==> src/logic/mult_defs.svh <==
// Widths for the multiplier; XLEN is fixed at 32 and the SIMD path assumes 4 lanes of 8 bits
`ifndef MULT_DEFS_SVH
`define MULT_DEFS_SVH

// ----------------------------------------
// Datapath widths
// ----------------------------------------

// Register width of the host pipeline
`define MULT_XLEN 32

// Packed SIMD lanes inside one register
`define MULT_LANES 4
`define MULT_LANE_W 8

// ----------------------------------------
// Request tagging
// ----------------------------------------

// Transaction id carried from request to response
`define MULT_TID_W 3

`endif

==> src/logic/mult_pkg.sv <==
// Types shared by the multiplier; opcode codes above OP_SMAQA are illegal and are dropped
`include "mult_defs.svh"

package mult_pkg;

  // ----------------------------------------
  // Opcodes
  // ----------------------------------------
  typedef enum logic [3:0] {
    OP_MUL    = 4'd0,
    OP_MULH   = 4'd1,
    OP_MULHU  = 4'd2,
    OP_MULHSU = 4'd3,
    OP_CLMUL  = 4'd4,
    OP_CLMULH = 4'd5,
    OP_CLMULR = 4'd6,
    OP_SMUL8  = 4'd7,
    OP_UMUL8  = 4'd8,
    OP_SMAQA  = 4'd9
  } mult_op_e;

  // ----------------------------------------
  // Request and response
  // ----------------------------------------
  typedef struct packed {
    logic                   valid;
    mult_op_e               op;
    logic [`MULT_TID_W-1:0] tid;
    logic [`MULT_XLEN-1:0]  a;
    logic [`MULT_XLEN-1:0]  b;
    logic [`MULT_XLEN-1:0]  c;
  } mult_req_t;

  typedef struct packed {
    logic                   valid;
    logic [`MULT_TID_W-1:0] tid;
    logic [`MULT_XLEN-1:0]  result;
  } mult_resp_t;

  // A set bit marks the operand as signed
  typedef struct packed {
    logic sign_a;
    logic sign_b;
  } sign_ctrl_t;

endpackage

==> src/logic/mult_ctrl.sv <==
// Opcode decode and response stage; no back-pressure, every valid legal request answers next cycle
`include "mult_defs.svh"

module mult_ctrl (
  input  logic                   clk_i,
  input  logic                   rst_ni,
  input  mult_pkg::mult_req_t    req_i,
  output mult_pkg::sign_ctrl_t   sign_o,
  output logic                   reverse_o,
  input  logic [2*`MULT_XLEN-1:0] prod_i,
  input  logic [`MULT_XLEN-1:0]  clmul_i,
  input  logic [`MULT_XLEN-1:0]  clmulr_i,
  input  logic [`MULT_XLEN-1:0]  lanes_i,
  input  logic [`MULT_XLEN-1:0]  dot_i,
  output mult_pkg::mult_resp_t   resp_o
);
  import mult_pkg::*;

  logic                   valid_q;
  logic [`MULT_TID_W-1:0] tid_q;
  mult_op_e               op_q;
  logic [`MULT_XLEN-1:0]  result;

  function automatic logic is_legal(input mult_op_e op);
    return op inside {OP_MUL, OP_MULH, OP_MULHU, OP_MULHSU, OP_CLMUL, OP_CLMULH,
                      OP_CLMULR, OP_SMUL8, OP_UMUL8, OP_SMAQA};
  endfunction

  // ----------------------------------------
  // Decode
  // ----------------------------------------
  always_comb begin
    sign_o = '{sign_a: 1'b0, sign_b: 1'b0};
    case (req_i.op)
      OP_MULH, OP_SMUL8: sign_o = '{sign_a: 1'b1, sign_b: 1'b1};
      // Unsigned bytes of a against signed bytes of b
      OP_SMAQA:          sign_o = '{sign_a: 1'b0, sign_b: 1'b1};
      OP_MULHSU:         sign_o = '{sign_a: 1'b1, sign_b: 1'b0};
      default:           sign_o = '{sign_a: 1'b0, sign_b: 1'b0};
    endcase
  end

  // High and reversed forms both work on bit-reversed operands
  assign reverse_o = req_i.op inside {OP_CLMULH, OP_CLMULR};

  // ----------------------------------------
  // Response stage
  // ----------------------------------------
  always_ff @(posedge clk_i or negedge rst_ni) begin
    if (!rst_ni) begin
      valid_q <= 1'b0;
      tid_q   <= '0;
      op_q    <= OP_MUL;
    end else begin
      valid_q <= req_i.valid & is_legal(req_i.op);
      tid_q   <= req_i.tid;
      op_q    <= req_i.op;
    end
  end

  // Result select on the registered opcode
  always_comb begin
    case (op_q)
      OP_MUL:                       result = prod_i[`MULT_XLEN-1:0];
      OP_MULH, OP_MULHU, OP_MULHSU: result = prod_i[2*`MULT_XLEN-1:`MULT_XLEN];
      OP_CLMUL:                     result = clmul_i;
      OP_CLMULR:                    result = clmulr_i;
      // clmulh is the reversed product moved down by one place
      OP_CLMULH:                    result = clmulr_i >> 1;
      OP_SMUL8, OP_UMUL8:           result = lanes_i;
      OP_SMAQA:                     result = dot_i;
      default:                      result = '0;
    endcase
  end

  assign resp_o.valid  = valid_q;
  assign resp_o.tid    = tid_q;
  assign resp_o.result = result;

  // ----------------------------------------
  // Assertions
  // ----------------------------------------
  a_valid_result_known : assert property (
    @(posedge clk_i) disable iff (!rst_ni)
    resp_o.valid |-> !$isunknown({resp_o.tid, resp_o.result})
  ) else $error("valid response carries an unknown tid or result for opcode %0d", op_q);

  a_valid_known : assert property (
    @(posedge clk_i) disable iff (!rst_ni)
    !$isunknown(resp_o.valid)
  ) else $error("response valid is unknown");

endmodule

==> src/logic/int_mult_unit.sv <==
// Full 33x33 integer product with one register stage; only the low 64 bits are kept
`include "mult_defs.svh"

module int_mult_unit (
  input  logic                    clk_i,
  input  logic                    rst_ni,
  input  logic [`MULT_XLEN-1:0]   a_i,
  input  logic [`MULT_XLEN-1:0]   b_i,
  input  mult_pkg::sign_ctrl_t    sign_i,
  output logic [2*`MULT_XLEN-1:0] prod_o
);

  logic signed [`MULT_XLEN:0]     a_ext;
  logic signed [`MULT_XLEN:0]     b_ext;
  logic signed [2*`MULT_XLEN-1:0] prod_d;
  logic [2*`MULT_XLEN-1:0]        prod_q;

  // ----------------------------------------
  // Operand extension
  // ----------------------------------------

  // The extra top bit is the sign for signed operands and zero otherwise
  assign a_ext = {sign_i.sign_a & a_i[`MULT_XLEN-1], a_i};
  assign b_ext = {sign_i.sign_b & b_i[`MULT_XLEN-1], b_i};

  // Signed multiply covers all four sign combinations
  assign prod_d = a_ext * b_ext;

  // ----------------------------------------
  // Pipeline register
  // ----------------------------------------
  always_ff @(posedge clk_i or negedge rst_ni) begin
    if (!rst_ni) begin
      prod_q <= '0;
    end else begin
      prod_q <= prod_d;
    end
  end

  assign prod_o = prod_q;

endmodule

==> src/logic/clmul_unit.sv <==
// Carry-less multiply keeping the low XLEN bits; high and reversed forms come from reversed operands
`include "mult_defs.svh"

module clmul_unit (
  input  logic                  clk_i,
  input  logic                  rst_ni,
  input  logic [`MULT_XLEN-1:0] a_i,
  input  logic [`MULT_XLEN-1:0] b_i,
  input  logic                  reverse_i,
  output logic [`MULT_XLEN-1:0] clmul_o,
  output logic [`MULT_XLEN-1:0] clmulr_o
);

  logic [`MULT_XLEN-1:0] a_sel;
  logic [`MULT_XLEN-1:0] b_sel;
  logic [`MULT_XLEN-1:0] clmul_d;
  logic [`MULT_XLEN-1:0] clmul_q;
  logic [`MULT_XLEN-1:0] clmulr_q;

  function automatic logic [`MULT_XLEN-1:0] bit_rev(input logic [`MULT_XLEN-1:0] v);
    logic [`MULT_XLEN-1:0] r;
    for (int i = 0; i < `MULT_XLEN; i++) begin
      r[i] = v[`MULT_XLEN-1-i];
    end
    return r;
  endfunction

  // ----------------------------------------
  // Operand reversal
  // ----------------------------------------
  assign a_sel = reverse_i ? bit_rev(a_i) : a_i;
  assign b_sel = reverse_i ? bit_rev(b_i) : b_i;

  // XOR of shifted copies of a, one per set bit of b
  always_comb begin
    clmul_d = '0;
    for (int i = 0; i < `MULT_XLEN; i++) begin
      if (b_sel[i]) begin
        clmul_d = clmul_d ^ (a_sel << i);
      end
    end
  end

  // ----------------------------------------
  // Pipeline register
  // ----------------------------------------
  always_ff @(posedge clk_i or negedge rst_ni) begin
    if (!rst_ni) begin
      clmul_q  <= '0;
      clmulr_q <= '0;
    end else begin
      clmul_q  <= clmul_d;
      clmulr_q <= bit_rev(clmul_d);
    end
  end

  assign clmul_o  = clmul_q;
  assign clmulr_o = clmulr_q;

  // A unit operand b passes operand a through unchanged
  a_clmul_identity : assert property (
    @(posedge clk_i) disable iff (!rst_ni)
    $past(b_sel) == 'd1 |-> clmul_o == $past(a_sel)
  ) else $error("clmul output differs from operand a for a unit operand b");

endmodule

==> src/logic/simd_dot_unit.sv <==
// Four 8-bit lane products; the dot sum is only meaningful for mixed or signed lane products
`include "mult_defs.svh"

module simd_dot_unit (
  input  logic                  clk_i,
  input  logic                  rst_ni,
  input  logic [`MULT_XLEN-1:0] a_i,
  input  logic [`MULT_XLEN-1:0] b_i,
  input  logic [`MULT_XLEN-1:0] c_i,
  input  mult_pkg::sign_ctrl_t  sign_i,
  output logic [`MULT_XLEN-1:0] lanes_o,
  output logic [`MULT_XLEN-1:0] dot_o
);

  localparam int unsigned LaneW = `MULT_LANE_W;
  localparam int unsigned ProdW = 2 * `MULT_LANE_W;

  logic [`MULT_LANES-1:0][ProdW-1:0] lane_prod;
  logic [`MULT_XLEN-1:0]             lanes_d;
  logic [`MULT_XLEN-1:0]             dot_d;
  logic [`MULT_XLEN-1:0]             lanes_q;
  logic [`MULT_XLEN-1:0]             dot_q;

  // ----------------------------------------
  // Lane multipliers
  // ----------------------------------------
  for (genvar l = 0; l < `MULT_LANES; l++) begin : gen_lane
    logic signed [LaneW:0] a_ext;
    logic signed [LaneW:0] b_ext;

    // 9-bit extension picks signed or unsigned per operand
    assign a_ext = {sign_i.sign_a & a_i[l*LaneW+LaneW-1], a_i[l*LaneW +: LaneW]};
    assign b_ext = {sign_i.sign_b & b_i[l*LaneW+LaneW-1], b_i[l*LaneW +: LaneW]};

    assign lane_prod[l] = a_ext * b_ext;
  end

  // Packed result holds the two low lanes
  assign lanes_d = {lane_prod[1], lane_prod[0]};

  // ----------------------------------------
  // Accumulation
  // ----------------------------------------
  always_comb begin
    dot_d = c_i;
    for (int l = 0; l < `MULT_LANES; l++) begin
      dot_d = dot_d + {{(`MULT_XLEN-ProdW){lane_prod[l][ProdW-1]}}, lane_prod[l]};
    end
  end

  // ----------------------------------------
  // Pipeline register
  // ----------------------------------------
  always_ff @(posedge clk_i or negedge rst_ni) begin
    if (!rst_ni) begin
      lanes_q <= '0;
      dot_q   <= '0;
    end else begin
      lanes_q <= lanes_d;
      dot_q   <= dot_d;
    end
  end

  assign lanes_o = lanes_q;
  assign dot_o   = dot_q;

endmodule

==> src/logic/mult_top.sv <==
// Single-cycle multiplier top; results appear one cycle after the request, no ready output
`include "mult_defs.svh"

module mult_top (
  input  logic                 clk_i,
  input  logic                 rst_ni,
  input  mult_pkg::mult_req_t  req_i,
  output mult_pkg::mult_resp_t resp_o
);
  import mult_pkg::*;

  sign_ctrl_t              sign;
  logic                    reverse;
  logic [2*`MULT_XLEN-1:0] prod;
  logic [`MULT_XLEN-1:0]   clmul;
  logic [`MULT_XLEN-1:0]   clmulr;
  logic [`MULT_XLEN-1:0]   lanes;
  logic [`MULT_XLEN-1:0]   dot;

  // ----------------------------------------
  // Control and response stage
  // ----------------------------------------
  mult_ctrl u_ctrl (
    .clk_i     (clk_i),
    .rst_ni    (rst_ni),
    .req_i     (req_i),
    .sign_o    (sign),
    .reverse_o (reverse),
    .prod_i    (prod),
    .clmul_i   (clmul),
    .clmulr_i  (clmulr),
    .lanes_i   (lanes),
    .dot_i     (dot),
    .resp_o    (resp_o)
  );

  // ----------------------------------------
  // Datapath units
  // ----------------------------------------
  int_mult_unit u_int_mult (
    .clk_i  (clk_i),
    .rst_ni (rst_ni),
    .a_i    (req_i.a),
    .b_i    (req_i.b),
    .sign_i (sign),
    .prod_o (prod)
  );

  clmul_unit u_clmul (
    .clk_i     (clk_i),
    .rst_ni    (rst_ni),
    .a_i       (req_i.a),
    .b_i       (req_i.b),
    .reverse_i (reverse),
    .clmul_o   (clmul),
    .clmulr_o  (clmulr)
  );

  simd_dot_unit u_simd_dot (
    .clk_i   (clk_i),
    .rst_ni  (rst_ni),
    .a_i     (req_i.a),
    .b_i     (req_i.b),
    .c_i     (req_i.c),
    .sign_i  (sign),
    .lanes_o (lanes),
    .dot_o   (dot)
  );

endmodule

==> config.mk <==
export PLATFORM = sky130hd
export DESIGN_NAME = mult_top
export DESIGN_NICKNAME = d
export VERILOG_FILES = /design/src/logic/mult_pkg.sv /design/src/logic/mult_ctrl.sv /design/src/logic/int_mult_unit.sv /design/src/logic/clmul_unit.sv /design/src/logic/simd_dot_unit.sv /design/src/logic/mult_top.sv
export VERILOG_INCLUDE_DIRS = /design/src /design/src/logic
export SDC_FILE = /design/constraint.sdc
export NUM_CORES = 2
export LEC_CHECK = 0
export ABC_AREA = 1
export BUFFER_PORTS_ARGS = -buffer_cell sky130_fd_sc_hd__buf_2
export CAP_MARGIN = 40
export CORE_MARGIN = 2
export CORE_UTILIZATION = 50
export CTS_CLUSTER_SIZE = 25
export DETAILED_ROUTE_END_ITERATION = 10
export PLACE_DENSITY = 0.66
export SYNTH_ARGS = -nofsm -noshare
export SYNTH_HDL_FRONTEND = slang
export SYNTH_SLANG_ARGS = --single-unit
export TNS_END_PERCENT = 20
==> constraint.sdc <==
create_clock -name clk_i -period 2.3 [get_ports clk_i]
set_clock_uncertainty 0.2 [all_clocks]
set_input_delay 0 -clock clk_i [delete_from_list [all_inputs] [get_ports clk_i]]
set_output_delay 0 -clock clk_i [all_outputs]
set_load 0.01 [all_outputs]
==> flow_summary.ini <==
[logic_synthesis]
yosysMostFrequentCell = inv_1
netlist_instances = 7755
synthTopCellsByArea = fa_1 44%, inv_1 12%, nand2_1 12%
syn_area_sq_mm = 0.06353
syn-num-nets = 9645
synth_seq_area_share_pct = 6.500
syn_area_per_cell_sq_um = 8.192
synth_top_area_share_pct = 44.50
synth_area_leader_cell = fa_1
synth-edff-count = 0
ys.flop_type = dfrtp_1
ys_types = 52
yosys_warnings = 0
synth_seq_cells = 165
ys_async_sr_fraction_pct = 100.0
yosys-top-cells-count = 2033 x inv_1, 1975 x nand2_1, 1412 x fa_1

[clock_tree]
clk_pin_slew_ns = 0.08
cts_made_buffers = 17
cts_tree = done
clockBufferDepth = 2
cts-root-buf = clkbuf_16
clkSinkCount = 165
htreeDepth = 4

[placed_design]
pre_cts_ws_ns = -6.736
dp_hpwl_mm = 217.4
place_inst = 10660
port_buffers = 141
place.gp.congestion = 1.090

[worst_setup_path]
crit_top_cell = fa_1
critPathRequiredTime_ns = 2.51
critPathSlowestCell = fa_1
arrival_ns = 8.07
critPathKind = input port to flip-flop
worstPathMaxFanout = 7
end_kind = flip-flop
critPathBufInv = 12
cp_top_family = adder cells
cp_slowest_stage_delay_ns = 0.56
crit_path_start_kind = input port

[drt]
wirelength_mm = 253.3
detailedRoute.firstIterationViolations = 4893
wl_per_cell_microns = 23.42
final_antenna_net_count = 0
firstDrtPassIters = 6
drc = 0
via_per_inst = 5.268
via_count = 56970

[timing]
final_max_slew_viol_count = 0
slew_headroom_pct = 57.08
setup_viol = 175
fin_crit_ns = 7.860
rsz0062_at_grt = yes
worst_slew_pin_slew_ns = 0.6437
hold_violations = 0
setup_ws_ns = -5.560
fmax_ghz = 0.1272
final.period_utilization_pct = 341.8

[hold_path]
hold_end = u_simd_dot.lanes_o[1]
whs_path_depth = 5
min_path_type = input port to flip-flop
hp-start = req_i[32]

[global_route]
grt_max_degree = 57
grt_usage_pct = 39.53
grt_pass1_vias = 60570
antenna_found_initial = 17
grt_pass1_wl_mm = 378.0
overflow = 0

[floorplan]
core_area_sq_mm = 0.1259
die_y_microns = 360.4
die_area_sq_mm = 0.1299
initial_core_util_pct = 50.46
io_pins = 142
die_w_microns = 360.4
row_count = 130

[job]
cap_violations = 0

[cells_and_area]
drive_above_1_share_pct = 24.31
area_growth_syn_to_layout_pct = 29.74
fin_nets = 11030
final_cells = 10810

[outcome]
status = complete, but fails checks
violations = negative setup slack
## area by class of cell
| class | instances | area [sq um] |
|---|---|---|
| Timing Repair Buffer | 1727 | 14910 |
| Antenna cell | 8 | 20.02 |
| Tap cell | 1650 | 2064 |
| Clock buffer | 18 | 439.2 |
| Sequential cell | 165 | 4129 |
| Clock inverter | 14 | 181.4 |
| Inverter | 2043 | 7711 |
| Fill cell | 10610 | 43470 |
| Multi-Input combinational cell | 5187 | 52960 |
| Timing Repair inverter | 1 | 6.256 |
## cell families (layout without fill, tap and decap cells)
logic type,count (synthesis),count (layout),share of synthesized area [%]
buf+inv,2403,3803,14.40
simple gates,2371,2371,14.46
fa+ha+maj,1784,1784,51.82
xor+xnor,615,615,8.613
compound gates,417,417,4.201
flops,165,165,6.500
other cells,0,8,0
## how the worst max path moves through the flow
stage,start,slack [ns],cells after the start,end
6_report,req_i[100],-5.56,44,u_simd_dot.dot_o[25]
5_1_grt,req_i[100],-6.01,44,u_simd_dot.dot_o[25]
4_1_cts,req_i[102],-5.50,42,u_simd_dot.dot_o[31]
3_5_place_dp,req_i[100],-6.74,42,u_simd_dot.dot_o[25]
3_3_place_gp,req_i[100],-6.72,42,u_simd_dot.dot_o[31]
2_1_floorplan,req_i[100],-5.85,42,u_simd_dot.dot_o[25]
## through the flow
stage / TNS [ns] / instance area (sq um) / hold WS, ns / util (%)
2_1_floorplan: -419.79 / 63980 / -0.4956 / -
6_report: -461.43 / 82420 / 0.05693 / 65.47
4_1_cts: -448.22 / 80890 / 0.002819 / 64.25
5_1_grt: -486.68 / 82420 / 0.06105 / 65.47
3_5_place_dp: -566.79 / 77720 / -0.1768 / 61.73
3_3_place_gp: -561.13 / 77720 / -0.1861 / 61.73
## placed cells by master, fill, tap and decap left out, drive strengths merged, types with 9 or more instances in the layout
cell type	count
dfrtp	165
nand4	34
nor3	12
xor2	349
nand2	1982
nor2	261
o21bai	13
dlygate4sd3	16
o21ai	110
a221oi	32
nand3	59
clkbuf	28
o22ai	27
xnor2	260
o2111ai	31
buf	1700
ha	372
a21o	9
clkinv	10
inv	2046
a21oi	149
fa	1412
o211ai	9
## sequential cells by signal (all words and copies together) (netlist names)
signal              count
u_simd_dot.lanes_o     32
u_clmul.clmul_o         1
u_simd_dot.dot_o       32
u_ctrl.op_q             4
u_ctrl.tid_q            3
u_ctrl.valid_q          1
u_clmul.clmulr_o       31
u_int_mult.prod_o      61
## per-layer routing
layer | vias to the layer above | wire (microns) | part of all wire (%) | global-route usage [%]
li1 | 24920 | - | - | -
met4 | 18 | 16190 | 6.4 | 20.23
met1 | 28740 | 96440 | 38 | 50.56
met5 | - | 165 | 0.065 | 0
met2 | 2646 | 116200 | 46 | 63.55
met3 | 642 | 24250 | 9.6 | 8.379
## repair_timing
item,in CTS,in global routing
hold buffers,16,0
resized for setup,433,265
cloned,5,2
pin swaps,185,179
hold endpoints to repair,175,0
setup buffers,52,56
setup endpoints to repair,175,176
Power is not shown: default switching activity piles up to over one toggle a cycle in this logic, so the estimate is an artifact.
